**src/issuePkg.sv**
```systemverilog
package issuePkg;

    // ********************
    // bank geometry
    // ********************
    localparam int DEPTH    = 8;
    localparam int IDX_W    = $clog2(DEPTH);
    localparam int CNT_W    = $clog2(DEPTH + 1);

    // ********************
    // datapath widths
    // ********************
    localparam int PREG_W   = 6;
    localparam int ROB_W    = 5;
    localparam int DATA_W   = 16;

    // external writeback ports plus the internal one from the wakeup pipe
    localparam int EXT_WAKE = 2;
    localparam int WAKE_NUM = EXT_WAKE + 1;

    // cycles from issue to internal wakeup
    localparam int EXEC_LAT = 2;

    typedef logic [PREG_W-1:0] pregT;
    // top bit is the wrap direction
    typedef logic [ROB_W:0]    robIdxT;
    typedef logic [IDX_W-1:0]  slotT;
    typedef logic [CNT_W-1:0]  cntT;
    typedef logic [DATA_W-1:0] payloadT;

    // wrap-aware age test, true when entry is older than the redirect point
    function automatic logic isOlder(robIdxT entry, robIdxT redir);
        logic dirDiff;
        logic idxGreater;
        dirDiff    = entry[ROB_W] ^ redir[ROB_W];
        idxGreater = redir[ROB_W-1:0] > entry[ROB_W-1:0];
        return dirDiff ^ idxGreater;
    endfunction

endpackage

```
**src/payloadRam.sv**
```systemverilog
`timescale 1ns/1ns

module payloadRam
    import issuePkg::*;
(
    input  logic    clk,
    input  logic    rst,
    input  logic    we_i,
    input  slotT    waddr_i,
    input  payloadT wdata_i,
    input  logic    re_i,
    input  slotT    raddr_i,
    output payloadT rdata_o
);

    payloadT mem [DEPTH];

    // write port
    always_ff @(posedge clk) begin
        if (we_i) begin
            mem[waddr_i] <= wdata_i;
        end
    end

    // registered read, held while re_i is low
    always_ff @(posedge clk or negedge rst) begin
        if (!rst) begin
            rdata_o <= '0;
        end else if (re_i) begin
            rdata_o <= mem[raddr_i];
        end
    end

endmodule

```
**src/ageSelector.sv**
```systemverilog
`timescale 1ns/1ns

module ageSelector
    import issuePkg::*;
(
    input  logic             clk,
    input  logic             rst,
    input  logic             alloc_i,
    input  slotT             allocSlot_i,
    input  logic [DEPTH-1:0] req_i,
    output logic [DEPTH-1:0] grant_o
);

    // ********************
    // age matrix
    // ********************
    // olderM[i][j] set means slot j was allocated before slot i
    logic [DEPTH-1:0] olderM [DEPTH];
    logic [DEPTH-1:0] allocOh;

    assign allocOh = {{(DEPTH-1){1'b0}}, 1'b1} << allocSlot_i;

    always_ff @(posedge clk or negedge rst) begin
        if (!rst) begin
            for (int i = 0; i < DEPTH; i++) begin
                olderM[i] <= '0;
            end
        end else if (alloc_i) begin
            for (int i = 0; i < DEPTH; i++) begin
                if (allocOh[i]) begin
                    // new slot is younger than everything else
                    olderM[i] <= ~allocOh;
                end else begin
                    olderM[i][allocSlot_i] <= 1'b0;
                end
            end
        end
    end

    // ********************
    // oldest request
    // ********************
    always_comb begin
        for (int i = 0; i < DEPTH; i++) begin
            // no other requester is older than slot i
            grant_o[i] = req_i[i] & ~(|(olderM[i] & req_i));
        end
    end

endmodule

```
**src/wakeupPipe.sv**
```systemverilog
`timescale 1ns/1ns

module wakeupPipe
    import issuePkg::*;
(
    input  logic clk,
    input  logic rst,
    input  logic issueValid_i,
    input  logic issueWe_i,
    input  pregT issueRd_i,
    output logic wakeEn_o,
    output pregT wakeRd_o
);

    // one stage per cycle of the functional unit
    logic [EXEC_LAT-1:0] vldQ;
    pregT                tagQ [EXEC_LAT];

    always_ff @(posedge clk or negedge rst) begin
        if (!rst) begin
            vldQ <= '0;
        end else begin
            // only ops that write a register produce a wakeup
            vldQ[0] <= issueValid_i & issueWe_i;
            for (int s = 1; s < EXEC_LAT; s++) begin
                vldQ[s] <= vldQ[s-1];
            end
        end
    end

    always_ff @(posedge clk) begin
        tagQ[0] <= issueRd_i;
        for (int s = 1; s < EXEC_LAT; s++) begin
            tagQ[s] <= tagQ[s-1];
        end
    end

    assign wakeEn_o = vldQ[EXEC_LAT-1];
    assign wakeRd_o = tagQ[EXEC_LAT-1];

endmodule

```
**src/issueBank.sv**
```systemverilog
`timescale 1ns/1ns

module issueBank
    import issuePkg::*;
(
    input  logic                clk,
    input  logic                rst,
    input  logic                dispEn_i,
    input  pregT                dispSrc1_i,
    input  logic                dispSrc1Rdy_i,
    input  pregT                dispSrc2_i,
    input  logic                dispSrc2Rdy_i,
    input  pregT                dispRd_i,
    input  logic                dispWe_i,
    input  robIdxT              dispRob_i,
    input  payloadT             dispData_i,
    input  logic [WAKE_NUM-1:0] wakeEn_i,
    input  pregT [WAKE_NUM-1:0] wakeRd_i,
    input  logic                execReady_i,
    input  logic                redirect_i,
    input  robIdxT              redirectRob_i,
    output logic                full_o,
    output cntT                 count_o,
    output logic                issueValid_o,
    output pregT                issueSrc1_o,
    output pregT                issueSrc2_o,
    output pregT                issueRd_o,
    output logic                issueWe_o,
    output robIdxT              issueRob_o,
    output payloadT             issueData_o
);

    logic [DEPTH-1:0] valid;
    logic [DEPTH-1:0] src1Rdy;
    logic [DEPTH-1:0] src2Rdy;
    logic [DEPTH-1:0] weQ;
    pregT             src1Q [DEPTH];
    pregT             src2Q [DEPTH];
    pregT             rdQ   [DEPTH];
    robIdxT           robQ  [DEPTH];

    logic [DEPTH-1:0] hit1;
    logic [DEPTH-1:0] hit2;
    logic             dispHit1;
    logic             dispHit2;
    logic [DEPTH-1:0] readyVec;
    logic [DEPTH-1:0] grant;
    logic [DEPTH-1:0] keepVec;
    logic [DEPTH-1:0] allocOh;
    logic [DEPTH-1:0] freeVec;
    slotT             freeSlot;
    slotT             selSlot;
    logic             dispOk;
    logic             issueFire;

    // ********************
    // free slot and occupancy
    // ********************
    always_comb begin
        freeSlot = '0;
        for (int i = DEPTH - 1; i >= 0; i--) begin
            if (!valid[i]) begin
                freeSlot = slotT'(i);
            end
        end
    end

    always_comb begin
        count_o = '0;
        for (int i = 0; i < DEPTH; i++) begin
            count_o = count_o + cntT'(valid[i]);
        end
    end

    assign full_o = &valid;
    // a dispatch during redirect survives only if it is older than the redirect point
    assign dispOk = dispEn_i & ~full_o & (~redirect_i | isOlder(dispRob_i, redirectRob_i));
    assign allocOh = {{(DEPTH-1){1'b0}}, dispOk} << freeSlot;

    // ********************
    // tag match wakeup
    // ********************
    always_comb begin
        hit1     = '0;
        hit2     = '0;
        dispHit1 = 1'b0;
        dispHit2 = 1'b0;
        for (int k = 0; k < WAKE_NUM; k++) begin
            if (wakeEn_i[k] && (wakeRd_i[k] == dispSrc1_i)) begin
                dispHit1 = 1'b1;
            end
            if (wakeEn_i[k] && (wakeRd_i[k] == dispSrc2_i)) begin
                dispHit2 = 1'b1;
            end
            for (int i = 0; i < DEPTH; i++) begin
                if (wakeEn_i[k] && (wakeRd_i[k] == src1Q[i])) begin
                    hit1[i] = 1'b1;
                end
                if (wakeEn_i[k] && (wakeRd_i[k] == src2Q[i])) begin
                    hit2[i] = 1'b1;
                end
            end
        end
    end

    // ********************
    // select and redirect
    // ********************
    assign readyVec  = valid & src1Rdy & src2Rdy;
    assign issueFire = (|readyVec) & execReady_i & ~redirect_i;
    assign freeVec   = grant & {DEPTH{issueFire}};

    always_comb begin
        selSlot = '0;
        for (int i = 0; i < DEPTH; i++) begin
            keepVec[i] = ~redirect_i | isOlder(robQ[i], redirectRob_i);
            if (grant[i]) begin
                selSlot = selSlot | slotT'(i);
            end
        end
    end

    ageSelector ageSelector_i (
        .clk         (clk),
        .rst         (rst),
        .alloc_i     (dispOk),
        .allocSlot_i (freeSlot),
        .req_i       (readyVec),
        .grant_o     (grant)
    );

    // control state
    always_ff @(posedge clk or negedge rst) begin
        if (!rst) begin
            valid        <= '0;
            src1Rdy      <= '0;
            src2Rdy      <= '0;
            issueValid_o <= 1'b0;
        end else begin
            valid        <= (valid & keepVec & ~freeVec) | allocOh;
            issueValid_o <= issueFire;
            for (int i = 0; i < DEPTH; i++) begin
                if (allocOh[i]) begin
                    src1Rdy[i] <= dispSrc1Rdy_i | dispHit1;
                    src2Rdy[i] <= dispSrc2Rdy_i | dispHit2;
                end else begin
                    src1Rdy[i] <= src1Rdy[i] | hit1[i];
                    src2Rdy[i] <= src2Rdy[i] | hit2[i];
                end
            end
        end
    end

    // entry fields and issue registers
    always_ff @(posedge clk) begin
        if (dispOk) begin
            src1Q[freeSlot] <= dispSrc1_i;
            src2Q[freeSlot] <= dispSrc2_i;
            rdQ[freeSlot]   <= dispRd_i;
            weQ[freeSlot]   <= dispWe_i;
            robQ[freeSlot]  <= dispRob_i;
        end
        if (issueFire) begin
            issueSrc1_o <= src1Q[selSlot];
            issueSrc2_o <= src2Q[selSlot];
            issueRd_o   <= rdQ[selSlot];
            issueWe_o   <= weQ[selSlot];
            issueRob_o  <= robQ[selSlot];
        end
    end

    payloadRam payloadRam_i (
        .clk     (clk),
        .rst     (rst),
        .we_i    (dispOk),
        .waddr_i (freeSlot),
        .wdata_i (dispData_i),
        .re_i    (issueFire),
        .raddr_i (selSlot),
        .rdata_o (issueData_o)
    );

endmodule

```
**src/issueUnit.sv**
```systemverilog
`timescale 1ns/1ns

module issueUnit
    import issuePkg::*;
(
    input  logic                clk,
    input  logic                rst,
    input  logic                dispEn_i,
    input  pregT                dispSrc1_i,
    input  logic                dispSrc1Rdy_i,
    input  pregT                dispSrc2_i,
    input  logic                dispSrc2Rdy_i,
    input  pregT                dispRd_i,
    input  logic                dispWe_i,
    input  robIdxT              dispRob_i,
    input  payloadT             dispData_i,
    output logic                full_o,
    output cntT                 count_o,
    input  logic [EXT_WAKE-1:0] wakeEn_i,
    input  pregT [EXT_WAKE-1:0] wakeRd_i,
    input  logic                execReady_i,
    input  logic                redirect_i,
    input  robIdxT              redirectRob_i,
    output logic                issueValid_o,
    output pregT                issueSrc1_o,
    output pregT                issueSrc2_o,
    output pregT                issueRd_o,
    output logic                issueWe_o,
    output robIdxT              issueRob_o,
    output payloadT             issueData_o
);

    // internal wakeup port, top index of the bank's wakeup bus
    logic intWakeEn;
    pregT intWakeRd;

    issueBank issueBank_i (
        .clk           (clk),
        .rst           (rst),
        .dispEn_i      (dispEn_i),
        .dispSrc1_i    (dispSrc1_i),
        .dispSrc1Rdy_i (dispSrc1Rdy_i),
        .dispSrc2_i    (dispSrc2_i),
        .dispSrc2Rdy_i (dispSrc2Rdy_i),
        .dispRd_i      (dispRd_i),
        .dispWe_i      (dispWe_i),
        .dispRob_i     (dispRob_i),
        .dispData_i    (dispData_i),
        .wakeEn_i      ({intWakeEn, wakeEn_i}),
        .wakeRd_i      ({intWakeRd, wakeRd_i}),
        .execReady_i   (execReady_i),
        .redirect_i    (redirect_i),
        .redirectRob_i (redirectRob_i),
        .full_o        (full_o),
        .count_o       (count_o),
        .issueValid_o  (issueValid_o),
        .issueSrc1_o   (issueSrc1_o),
        .issueSrc2_o   (issueSrc2_o),
        .issueRd_o     (issueRd_o),
        .issueWe_o     (issueWe_o),
        .issueRob_o    (issueRob_o),
        .issueData_o   (issueData_o)
    );

    wakeupPipe wakeupPipe_i (
        .clk          (clk),
        .rst          (rst),
        .issueValid_i (issueValid_o),
        .issueWe_i    (issueWe_o),
        .issueRd_i    (issueRd_o),
        .wakeEn_o     (intWakeEn),
        .wakeRd_o     (intWakeRd)
    );

endmodule

```
**config.mk**
```make
export PLATFORM = sky130hd
export DESIGN_NAME = issueUnit
export DESIGN_NICKNAME = d
export VERILOG_FILES = /design/src/issuePkg.sv /design/src/payloadRam.sv /design/src/ageSelector.sv /design/src/wakeupPipe.sv /design/src/issueBank.sv /design/src/issueUnit.sv
export SDC_FILE = /design/constraint.sdc
export NUM_CORES = 1
export LEC_CHECK = 0
export BUFFER_PORTS_ARGS = -buffer_cell sky130_fd_sc_hd__buf_4
export CAP_MARGIN = 10
export CORE_UTILIZATION = 45
export CTS_CLUSTER_SIZE = 8
export DETAILED_ROUTE_END_ITERATION = 8
export HOLD_SLACK_MARGIN = 0.06
export MAX_ROUTING_LAYER = met4
export PLACE_DENSITY = 0.6
export SLEW_MARGIN = 20
export SYNTH_ARGS = -nofsm -noshare
export SYNTH_HDL_FRONTEND = slang
export SYNTH_SLANG_ARGS = --single-unit
export TNS_END_PERCENT = 20
```
**constraint.sdc**
```tcl
create_clock -name clk -period 5.4 [get_ports clk]
set_input_delay 0.27 -clock clk [delete_from_list [all_inputs] [get_ports clk]]
set_output_delay 0.27 -clock clk [all_outputs]
set_load 0.01 [all_outputs]
```
== Word level (Yosys, flattened, before mapping) ==
Memory sizes are Yosys's and may differ from the RTL's. A register that Yosys moved wholly into a read port is not among the register bits.
Index checks and enable logic that the tools add are counted.
Storage, ports and cells
  flip-flop bits (word level): 100
  latch bits: 0
  RAM bits: 332
  ROM bits: 0
  bits of input ports: 68
  output and inout port bits: 47
  word-level logic and storage cells: 355
  memories: 6
Memories
  issueBank_i.payloadRam_i.mem: depth 8, width 16, rd ports 1, clocked after Yosys merged registers in 1, write ports 1, line payloadRam.sv:16  | payloadT mem [DEPTH];
  issueBank_i.rdQ: depth 8, width 6, rd ports 1, clocked after Yosys merged registers in 1, write ports 1, line issueBank.sv:39  | pregT rdQ [DEPTH];
  issueBank_i.robQ: depth 8, width 6, rd ports 9, clocked after Yosys merged registers in 1, write ports 1, line issueBank.sv:40  | robIdxT robQ [DEPTH];
  issueBank_i.src1Q: depth 8, width 6, rd ports 9, clocked after Yosys merged registers in 1, write ports 1, line issueBank.sv:37  | pregT src1Q [DEPTH];
  issueBank_i.src2Q: depth 8, width 6, rd ports 9, clocked after Yosys merged registers in 1, write ports 1, line issueBank.sv:38  | pregT src2Q [DEPTH];
  wakeupPipe_i.tagQ: depth 2, width 6, rd ports 2, clocked after Yosys merged registers in 0, write ports 2, line wakeupPipe.sv:17  | pregT tagQ [EXEC_LAT];
Operators by class
  add/sub/neg operators: 7
  multiply operators: 0
  divide/modulo/power cells: 0
  order comparisons: 12
  eq/ne operators: 54
  shifts and indexed selects: 2
  multiplexer cells: 100
  bitwise logic cells: 93
  reductions and logical operators: 66
Operators by type and width (count)
  $eq A6 B6 Y1: 54
  $and A8 B8 Y8: 21
  $mux W1: 75
  $reduce_or A8 Y1: 9
  $mux W8: 8
  $logic_and A1 B1 Y1: 55
  $gt A5 B5 Y1: 9
  $mux W3: 12
  $or A1 B1 Y1: 27
  $add A4 B1 Y4: 6
  $not A8 Y8: 3
  $xor A1 B1 Y1: 18
  $and A1 B1 Y1: 13
  $not A1 Y1: 10
  $bwmux W8: 1
  $lt A3 B4 Y1 const B: 2
  $or A8 B8 Y8: 1
  $reduce_and A8 Y1: 1
  $shl A1 B3 Y8: 1
  $shl A1 B3 Y8 const A: 1
  $mux W2: 2
  $bmux W1 S3: 1
  $demux W1 S3: 1
  $ge A3 B1 Y1 const B: 1
  2 further kinds: 2

== Depth between registers and ports, before layout ==
Gate-level depths: netlist of run 1.
  word-level depth: 15
  mapped depth: 12
  mapped depth without buffers: 11

== By module ==
A second synthesis of run 1 with hierarchy kept.
Second synthesis, totals
  cell total of the unflattened synthesis: 1783
  area total of the unflattened synthesis: 23598.9 um^2
By module, submodules not included
  issueBank: times used 1, cells an instance 1162, area an instance 14961.8 um^2, seq. area each 7382.1 um^2
  payloadRam: times used 1, cells an instance 325, area an instance 5652.9 um^2, seq. area each 4244.1 um^2
  ageSelector: times used 1, cells an instance 275, area an instance 2642.5 um^2, seq. area each 1601.5 um^2
  wakeupPipe: times used 1, cells an instance 21, area an instance 341.6 um^2, seq. area each 290.3 um^2

== Worst setup path before layout of run 1 ==
OpenSTA, ideal clock, no wires.
  kind: in2reg
  start: in dispRob_i[2]
  end: mem issueBank_i.payloadRam_i.mem[6][0] in the netlist's numbering (enable)
  setup time: 439 ps
  arrival time: 3397 ps
  slack: 1564 ps
  cell stages on the path: 8
  cells stage by stage: inv_1 -> ha_1 -> a21o_1 -> a21o_1 -> a211oi_1 -> nor3_1 -> or3_1 -> nor2_1
Between the ends
  cells in the longest elaborated chain, start to end: 6
RTL lines
  start: declaration: line issueUnit.sv:15  | input robIdxT dispRob_i,
  $gt A5 B5 Y1: line issuePkg.sv:36  | idxGreater = redir[ROB_W-1:0] > entry[ROB_W-1:0];
  $xor A1 B1 Y1: line issuePkg.sv:37  | return dirDiff ^ idxGreater;
  $or A1 B1 Y1: line issueBank.sv:77  | assign dispOk = dispEn_i & ~full_o & (~redirect_i | isOlder(dispRob_i, redirectRob_i));
  $and A1 B1 Y1: line issueBank.sv:77
  $mux W1: line payloadRam.sv:20  | if (we_i) begin
  $mux W1 (not written as such): line payloadRam.sv:21  | mem[waddr_i] <= wdata_i;
  end: declaration: line payloadRam.sv:16
No other way between the ends.

== Worst setup path in the final report of run 1 ==
  start: in dispRob_i[2]
  end: mem issueBank_i.rdQ[5][5] in the netlist's numbering (enable)
Between the ends
  cells in the longest elaborated chain, start to end: 6
RTL lines
  $gt A5 B5 Y1: line issuePkg.sv:36
  $xor A1 B1 Y1: line issuePkg.sv:37
  $or A1 B1 Y1: line issueBank.sv:77
  $and A1 B1 Y1: line issueBank.sv:77
  $mux W1: line issueBank.sv:156  | if (dispOk) begin
  $mux W1 (not written as such): line issueBank.sv:159  | rdQ[freeSlot] <= dispRd_i;
  end: declaration: line issueBank.sv:39
No other way between the ends.

==> summary.md, run 1 <==
| Metric | Value |
|---|---|
| RSZ-0062 raised after global routing | false |
| CP top delay family | buffers and inverters |
| First-pass GRT wire length | 102000 µm |
| Tcrit/Tclk final | 0.763 |
| VDD IR max | 302 µV |
| Switching Share | 0.306 |
| Vias | 15600 |
| Synth area leader | edfxtp_1 |
| Avg Cell Area, Syn | 12.9 µm² |
| Number of synthesized flops with an enable pin | 353 |
| Post-synthesis sequential area ratio | 0.576 |
| Int Power | 0.00795 W |
| Critical path type | in2reg |
| Clock skew | 37.9 ps |
| Routed length per placed instance | 25.0 µm |
| Placed cell count | 2539 |
| GR Util All Layers | 0.266 |
| Inserted Clock Buffers | 69 |
| Core Box Area | 51400 µm² |
| Relative slew margins | 0.259 |
| Post-synth top area share | 0.452 |
| Final min period | 4120 ps |
| Clk buf depth | 3 |
| Starting density of the core | 0.456 |
| Setup violators final | 0 |
| Final Hold Viols | 0 |
| Router iterations before antenna repair | 5 |
| Crit-path slowest cell | inv_2 |
| Antenna-violating nets left | 0 |
| Vias in the first global route | 15800 |
| Clock sinks | 472 |
| Filler Cells Inserted | 4368 |
| Cells along the critical path | dlygate4sd3_1 -> buf_4 -> inv_1 -> ha_1 -> a21o_1 -> a21o_1 -> a211oi_1 -> nor3_1 -> nor3b_1 -> buf_4 -> and3_1 -> nand2_1 -> inv_2 -> buf_12 |
| Combinational power share | 0.233 |
| Fmax achieved | 243 MHz |
| Worst hold-check path type | in2reg |
| Yosys Warn Count | 0 |
| Clock Latency Late Sink | 600 ps |
| Hold_sp | dispSrc2Rdy_i |
| Crit. End Element | register |
| Synth Net Count | 1944 |
| Overflow after GRT | 0 |
| Die Width | 230 µm |
| Req. time, crit path | 5650 ps |
| Status | finished clean |
| Sequential share of power | 0.420 |
| Worst R2R Start | issueBank_i.valid[5]$_DFF_PN0_ |
| Pin count of the biggest net entering global routing | 116 |
| Port bufs | 114 |
| Final nets | 2094 |
| H-tree level count | 3 |
| Post-synthesis cell area | 23500 µm² |
| Worst Setup SP | dispRob_i[2] |
| Die height | 230 µm |
| CTS tree | done |
| Row cnt | 83 |
| Setup TNS | 0 ps |
| Slew @ Worst Pin | 1110 ps |
| Async set-reset flop share out of synthesis | 0.227 |
| Startpoint Class | input port |
| Final total power | 0.0114 W |
| Synthesized flop and latch total | 472 |
| Clock slew at reported path FFs | 50 ps |
| Final wirelength | 67700 µm |
| Pwr Density | 418 nW/µm² |
| Max FO, Critical Path | 28 |
| Clock group share of total power | 0.348 |
| Drt initial violations | 1213 |
| Die area | 53100 µm² |
| Vias per cell | 5.77 |
| P_leak | 10.5 nW |
| Main flop type after synthesis | edfxtp_1 |
| Max incr delay on CP | 730 ps |
| Sw Pwr | 0.00350 W |
| Arrival @ worst endpoint | 4380 ps |
| Share of layout cells above drive strength 1 | 0.158 |
| Largest cells by area after synthesis | edfxtp_1 45%, dfrtp_1 11%, xnor2_1 7.1%, xor2_1 5.7%, mux2_2 3.8% |
| Hpwl dp | 43300 µm |
| Syn Inst Count | 1824 |
| MaxCap Viol Count | 0 |
| DRC errors left | 0 |
| CTS Root Cell | clkbuf_16 |
| I/O pin cnt | 115 |
| GPL Wtd Cong | 0.951 |
| Count of final max-slew check failures | 0 |
| Initial antenna violation count | 1 |
| CP bufs+invs | 6 |
| Layout Cells excl Fill | 2702 |
| P&R area growth vs syn | 16.8% |
| Cell variety after synth | 56 |
-- metrics by stage --
step	instance area [µm²]	setup slack [ps]	hold WS, ps	utilization
6_report	27400	1280	134	0.533
5_1_grt	27400	1090	126	0.533
4_1_cts	27400	1320	101	0.533
3_5_place_dp	25000	1290	313	0.486
3_3_place_gp	25000	1260	313	0.486
2_1_floorplan	23500	1560	-25.6	-
-- per-layer routing --
| metal | share of wire | global-route usage | routed length, µm | vias up |
|---|---|---|---|---|
| li1 | - | - | - | 7039 |
| met1 | 0.44 | 0.361 | 30100 | 7840 |
| met2 | 0.46 | 0.405 | 31400 | 571 |
| met3 | 0.061 | 0.0395 | 4160 | 138 |
| met4 | 0.031 | 0.100 | 2100 | 0 |
| met5 | 0 | - | 0 | - |
-- synth_stat cells, types with 43 or more instances --
| cell type | instances |
|---|---|
| edfxtp_1 | 353 |
| xnor2_1 | 190 |
| xor2_1 | 152 |
| dfrtp_1 | 107 |
| nand2_1 | 98 |
| mux2_2 | 79 |
| nand4_1 | 74 |
| nor4_1 | 64 |
| mux2i_1 | 58 |
| clkbuf_1 | 54 |
| inv_1 | 54 |
| ha_1 | 48 |
| o21a_1 | 43 |
-- power by group through the flow --
stage          sequential (W)  clock, W  combinational [W]
3_5_place_dp          0.00486         0            0.00265
6_report              0.00480   0.00398            0.00266
3_3_place_gp          0.00485         0            0.00261
4_1_cts               0.00480   0.00406            0.00268
2_1_floorplan         0.00472         0            0.00179
5_1_grt               0.00484   0.00420            0.00290
-- logic make-up (layout without fill, tap and decap cells) --
group,Yosys count,count (layout),share of synthesized area
DFF,472,472,0.576
AOI/OAI and AO/OA,276,276,0.0824
other,0,1,0
muxes,142,142,0.0651
buffers and inverters,164,361,0.0317
and+or+nand+nor,376,376,0.0881
adders and majority gates,52,52,0.0290
xor gates and xnor gates,342,342,0.128
-- registers in the layout, indices dropped and copies added, names as in the netlist, 8 cells and up --
signal	count
issueBank_i.payloadRam_i.rdata_o	16
issueBank_i.src1Q	48
issueBank_i.payloadRam_i.mem	128
issueBank_i.weQ	8
wakeupPipe_i.tagQ	12
issueBank_i.src1Rdy	8
issueBank_i.robQ	48
issueBank_i.src2Q	48
issueBank_i.ageSelector_i.olderM	64
issueBank_i.src2Rdy	8
issueBank_i.rdQ	48
issueBank_i.valid	8
-- final timing paths --
check	slack (ps)	end	cells past startpoint
max in group asynchronous	3850	issueBank_i.ageSelector_i.olderM[12]$_DFFE_PN0P_	3
setup / recovery	1280	issueBank_i.rdQ[5][5]$_DFFE_PP_	14
min in group asynchronous	350	issueBank_i.ageSelector_i.olderM[55]$_DFFE_PN0P_	2
hold reg to reg	320	wakeupPipe_i.tagQ[0][7]$_DFF_P_	0
setup reg to reg	1770	issueBank_i.payloadRam_i.rdata_o[14]$_DFFE_PN0P_	8
hold / removal	130	issueBank_i.src2Rdy[1]$_DFF_PN0_	4
-- layout make-up --
type / count / area (µm²) / share of cell area
Clock inverter: 5 / 58.8 / 0.00215
Antenna cell: 1 / 2.50 / 0.0000913
Multi-Input combinational cell: 1188 / 9240 / 0.337
Inverter: 58 / 218 / 0.00794
Clock buffer: 113 / 1930 / 0.0706
Timing Repair Buffer: 185 / 1590 / 0.0579
Tap cell: 680 / 851 / 0.0310
Sequential cell: 472 / 13500 / 0.493
-- timing repair --
item                                    CTS  global route
endpoints found under the setup margin    0             0
endpoints found under the hold margin   399             0
buffers inserted                          0             0
resized for setup                         0             0
hold buffers                             44             0
-- tightest hold or removal path, cell delays in order --
cell	delay [ps]
buf_4	80
nor4_1	40
buf_4	170
mux2i_1	130
-- cells in the final DEF (no fill, tap or decap), types with 19 or more instances in the layout --
cell	Yosys	final
nand2_1	98	98
clkbuf_1	54	42
mux2i_1	58	58
nand3_1	25	25
o21a_1	43	43
dfrtp_1	107	107
a211oi_1	37	37
xor2_1	152	152
xnor2_1	190	190
mux2_2	79	79
o21ai_0	26	25
nor2b_1	29	29
dlygate4sd3_1	0	44
inv_1	54	51
o211ai_1	19	19
a21o_1	31	31
edfxtp_1	353	353
nand4_1	74	74
nor2_1	37	35
buf_4	8	134
nor4_1	64	63
ha_1	48	48
o22ai_1	36	36
clkbuf_16	0	71
Note: power is estimated with default switching activity, not from simulation.
==> run 2, diff against run 1 <==
Clock period 5.4 ns to 4.25 ns, I/O delays scaled along.
==> run 2 against run 1 <==
Final area grew 0.64%. Power grew 28%. Clock power grew 31%. Clock skew shrank 17 ps. Sequential share of layout area shrank 0.31 points. Cell count grew 0.63%. Non-clock buffer count grew 11. Count of clock-buffer cells in the layout grew 5. Core utilization grew 0.34 points. Hold slack lost 41 ps. Via count shrank 1.7%. Die area is the same. Highest routed layer unchanged.
==> summary.md, run 2 (synthesized netlist as in run 1, its figures left out) <==
| Metric | Value |
|---|---|
| Row cnt | 83 |
| Drt initial violations | 1082 |
| Max reg flops | 128 |
| Top reg by flops | issueBank_i.payloadRam_i.mem |
| Fin area | 27600 µm² |
| Pwr Density | 531 nW/µm² |
| Critical path type | reg2out |
| Startpoint Class | register |
| Count of final max-slew check failures | 0 |
| Die height | 230 µm |
| Overflow after GRT | 0 |
| Tcrit/Tclk final | 0.922 |
| First-pass GRT wire length | 100000 µm |
| Placed cell count | 2550 |
| Sw Pwr | 0.00446 W |
| Regs by FF count | issueBank_i.payloadRam_i.mem: 128 flops, issueBank_i.ageSelector_i.olderM: 64 flops |
| Final worst slack | 330 ps |
| Antenna-violating nets left | 0 |
| Sequential share of power | 0.418 |
| P&R area growth vs syn | 17.5% |
| Relative slew margins | 0.283 |
| CTS tree | done |
| Worst hold-check path type | in2reg |
| Status | finished clean |
| Crit. End Element | primary output |
| Clock Latency Late Sink | 610 ps |
| Routed length per placed instance | 24.4 µm |
| Final nets | 2105 |
| Share of layout cells above drive strength 1 | 0.163 |
| Final Hold Viols | 0 |
| Inserted Clock Buffers | 69 |
| Vias per cell | 5.64 |
| Clk buf depth | 3 |
| H-tree level count | 3 |
| Vias | 15300 |
| Router iterations before antenna repair | 5 |
| Req. time, crit path | 4040 ps |
| Int Power | 0.0102 W |
| Switching Share | 0.304 |
| Filler Cells Inserted | 4306 |
| Layout Cells excl Fill | 2719 |
| CTS Root Cell | clkbuf_16 |
| Fmax achieved | 255 MHz |
| Clock sinks | 472 |
| GR Util All Layers | 0.261 |
| Clock group share of total power | 0.357 |
| Clock slew at reported path FFs | 50 ps |
| Clock skew | 20.6 ps |
| Core Box Area | 51400 µm² |
| Setup TNS | 0 ps |
| Final wirelength | 66300 µm |
| Slew @ Worst Pin | 1070 ps |
| Final min period | 3920 ps |
| Placed cell area | 25100 µm² |
| Combinational power share | 0.225 |
| I/O pin cnt | 115 |
| Setup violators final | 0 |
| Die Width | 230 µm |
| Pin count of the biggest net entering global routing | 105 |
| Dpl ws | 771 ps |
| Die area | 53100 µm² |
| VDD IR max | 330 µV |
| Arrival @ worst endpoint | 3710 ps |
| MaxCap Viol Count | 0 |
| Final total power | 0.0146 W |
| Most frequent cells in the layout | 353 x edfxtp_1, 190 x xnor2_1, 152 x xor2_1 |
| RSZ-0062 raised after global routing | false |
| # Post-CTS Setup Buffers | 0 |
| P_leak | 10.6 nW |
| Initial antenna violation count | 2 |
| Hpwl dp | 41700 µm |
| Starting density of the core | 0.456 |
| Most common cell after layout, fill and taps aside | edfxtp_1 |
| Port bufs | 114 |
| Max FO, Critical Path | 11 |
| GPL Wtd Cong | 0.903 |
| Vias in the first global route | 15800 |
| DRC errors left | 0 |
## run 2: layer usage
metal	vias up	global-route usage	wire length (µm)
li1	7063	-	-
met1	7776	0.341	29500
met2	376	0.416	32100
met3	109	0.0438	3170
met4	0	0.0791	1580
met5	-	-	0
## run 2: worst paths after layout
kind                                                 start                                          endpoint  slack (ps)  cells after the start
setup reg to reg            issueBank_i.valid[5]$_DFF_PN0_              issueBank_i.issueSrc1_o[2]$_DFFE_PP_         690                      9
min in group asynchronous                              rst                    wakeupPipe_i.vldQ[0]$_DFF_PN0_         100                      2
hold / removal                               dispSrc1Rdy_i                  issueBank_i.src1Rdy[5]$_DFF_PN0_          90                      4
hold reg to reg            wakeupPipe_i.tagQ[0][5]$_DFF_P_                  wakeupPipe_i.tagQ[0][11]$_DFF_P_         320                      0
setup / recovery            issueBank_i.valid[0]$_DFF_PN0_                                        count_o[2]         330                      9
max in group asynchronous                              rst  issueBank_i.ageSelector_i.olderM[47]$_DFFE_PN0P_        3100                      3
## run 2: critical path: stages (launching register included)
cell     delay (ps)
dfrtp_1         600
ha_1            310
inv_1            70
fa_1            420
fa_1            490
inv_1            50
fa_1            410
fa_1            440
xor2_1          170
buf_4           140
## run 2: area by class of cell
| class | instances | area [µm²] | share of cell area |
|---|---|---|---|
| clock inverter | 5 | 98.8 | 0.00358 |
| clock buffer | 118 | 1980 | 0.0719 |
| inverter | 58 | 220 | 0.00798 |
| sequential | 472 | 13500 | 0.490 |
| timing repair buffer | 196 | 1680 | 0.0610 |
| antenna | 2 | 5.00 | 0.000181 |
| multi-input combinational | 1188 | 9220 | 0.334 |
| tap | 680 | 851 | 0.0308 |
## run 2: per-stage QoR
step | utilization | hold WS [ps]
finish | 0.537 | 93.3
global placement | 0.487 | 174
detailed placement | 0.487 | 179
floorplan | - | -83.1
CTS | 0.536 | 76.6
global route | 0.537 | 121
## run 2: power by group through the flow
stage                     Combinational [W]  Clock [W]  Sequential [W]
after floorplan                     0.00227          0         0.00599
after global placement              0.00323          0         0.00619
after detailed placement            0.00328          0         0.00620
after CTS                           0.00333    0.00532         0.00612
after global routing                0.00360    0.00551         0.00617
final                               0.00330    0.00522         0.00613
## run 2: timing repair
item                                    in CTS  in global routing
hold endpoints to repair                   360                  0
hold buffers                                44                  0
endpoints found under the setup margin       0                  0
resized for setup                            0                  0
==> run 3, diff against run 2 <==
Settings changed: CTS_BUF_LIST set to sky130_fd_sc_hd__clkbuf_8.
==> run 3 against run 2 <==
Core utilization shrank 0.86 points. Clock skew grew 10 ps. Sequential share of layout area grew 0.80 points. Clock power shrank 22%. Sequential power is essentially flat. Non-clock buffer count grew 2. Via count grew 0.88%. Die area is the same.
==> summary.md, run 3 (synthesized netlist as in run 1, its figures left out) <==
| Metric | Value |
|---|---|
| Startpoint Class | register |
| Pin count of the biggest net entering global routing | 105 |
| Crit-path slowest cell | dfrtp_1 |
| Fmax achieved | 251 MHz |
| Register area | 13500 µm² |
| First-pass GRT wire length | 100000 µm |
| P&R area growth vs syn | 15.7% |
| Final Hold Viols | 0 |
| Worst hold-check path type | in2async |
| Final min period | 3980 ps |
| Port bufs | 114 |
| Die area | 53100 µm² |
| Final wirelength | 66200 µm |
| Filler Cells Inserted | 4406 |
| Slew @ Worst Pin | 1070 ps |
| I/O pin cnt | 115 |
| Clock Latency Late Sink | 670 ps |
| Inserted Clock Buffers | 82 |
| Clock sinks | 472 |
| Drt initial violations | 1112 |
| Max FO, Critical Path | 11 |
| Vias per cell | 5.62 |
| Top reg by flops | issueBank_i.payloadRam_i.mem |
| Clock slew at reported path FFs | 60 ps |
| Max reg flops | 128 |
| Antenna-violating nets left | 0 |
| Crit. End Element | primary output |
| Tcrit/Tclk final | 0.936 |
| Router iterations before antenna repair | 5 |
| H-tree level count | 3 |
| # Post-CTS Setup Buffers | 0 |
| Routed length per placed instance | 24.1 µm |
| Hpwl dp | 41700 µm |
| Core Box Area | 51400 µm² |
| RSZ-0062 raised after global routing | false |
| MaxCap Viol Count | 0 |
| Regs by FF count | issueBank_i.payloadRam_i.mem: 128 flops, issueBank_i.ageSelector_i.olderM: 64 flops |
| PostCTS Resize Cnt | 0 |
| Setup TNS | 0 ps |
| Relative slew margins | 0.285 |
| Placed cell area | 25100 µm² |
| Critical path type | reg2out |
| CP bufs+invs | 3 |
| Starting density of the core | 0.456 |
| GR Util All Layers | 0.260 |
| CTS Root Cell | clkbuf_8 |
| Vias in the first global route | 15900 |
| Pwr Density | 496 nW/µm² |
| Row cnt | 83 |
| Clk buf depth | 3 |
| CP dominant cell by count | fa_1 |
| Req. time, crit path | 4040 ps |
| P_leak | 10.6 nW |
| GPL Wtd Cong | 0.903 |
| Setup violators final | 0 |
| Status | finished clean |
| DRC errors left | 0 |
| Clock skew | 31.0 ps |
| Most common cell after layout, fill and taps aside | edfxtp_1 |
| Overflow after GRT | 0 |
| Final nets | 2120 |
| Cells along the critical path | ha_1 -> inv_1 -> fa_1 -> fa_1 -> inv_1 -> fa_1 -> fa_1 -> xor2_1 -> buf_4 |
| Share of layout cells above drive strength 1 | 0.177 |
| Vias | 15500 |
| Count of final max-slew check failures | 0 |
| Fin area | 27100 µm² |
| Die height | 230 µm |
| Arrival @ worst endpoint | 3770 ps |
| CP top delay family | adder cells |
| Max incr delay on CP | 610 ps |
| Initial antenna violation count | 2 |
| Most frequent cells in the layout | 353 x edfxtp_1, 190 x xnor2_1, 152 x xor2_1 |
| Area of the multi-input gates | 9220 µm² |
| Die Width | 230 µm |
| VDD IR max | 316 µV |
| CTS tree | done |
-- run 3: worst reg2reg max path, stage by stage, from the launching register on --
cell and delay [ps]:
dfrtp_1 580, and3_1 470, a22o_1 230, nor3_2 90
nor4_4 490, buf_12 380, buf_4 410, mux2_2 370
o211ai_1 160, o21ai_1 90
-- run 3: power by group --
group	switching, W	total (W)	internal [W]
clock	0.00188	0.00405	0.00217
combinational	0.00189	0.00330	0.00141
sequential	0.000514	0.00612	0.00560
total	0.00429	0.0135	0.00918
-- run 3: final timing paths --
kind	startpoint	endpoint	slack (ps)	cells after the start
min	rst	wakeupPipe_i.vldQ[0]$_DFF_PN0_	110	3
min reg2reg	wakeupPipe_i.tagQ[0][1]$_DFF_P_	wakeupPipe_i.tagQ[0][7]$_DFF_P_	320	0
max reg2reg	issueBank_i.valid[5]$_DFF_PN0_	issueBank_i.issueSrc1_o[2]$_DFFE_PP_	730	9
min in group clk	redirectRob_i[5]	issueBank_i.valid[5]$_DFF_PN0_	170	5
max in group asynchronous	rst	issueBank_i.ageSelector_i.olderM[47]$_DFFE_PN0P_	3440	3
max	issueBank_i.valid[0]$_DFF_PN0_	count_o[2]	270	9
-- run 3: timing repair --
item	CTS	global route
hold buffers	46	0
endpoints found under the hold margin	412	0
setup endpoints to repair	0	0
-- run 3: through the flow --
| stage | total power, W | utilization | hold slack (ps) | std cells | setup slack, ps |
|---|---|---|---|---|---|
| floorplan | 0.00827 | - | -83.1 | 1824 | 472 |
| global placement | 0.00942 | 0.487 | 174 | 2550 | 720 |
| detailed placement | 0.00948 | 0.487 | 179 | 2550 | 771 |
| CTS | 0.0136 | 0.528 | 72.9 | 2747 | 240 |
| global route | 0.0141 | 0.528 | 113 | 2749 | 96.2 |
| finish | 0.0135 | 0.528 | 106 | 2749 | 272 |
-- run 3: layer usage --
layer	share of wire	up-vias	GRT usage
li1	-	7109	-
met1	0.44	7843	0.338
met2	0.48	403	0.416
met3	0.049	104	0.0419
met4	0.024	0	0.0820
met5	0	-	-
-- run 3: final cells by class --
cell class	count	area share
tap	680	0.0313
inverter	58	0.00811
timing repair buffer	198	0.0631
antenna	2	0.000184
clock inverter	56	0.0112
clock buffer	95	0.0482
multi-input combinational	1188	0.340
sequential	472	0.498
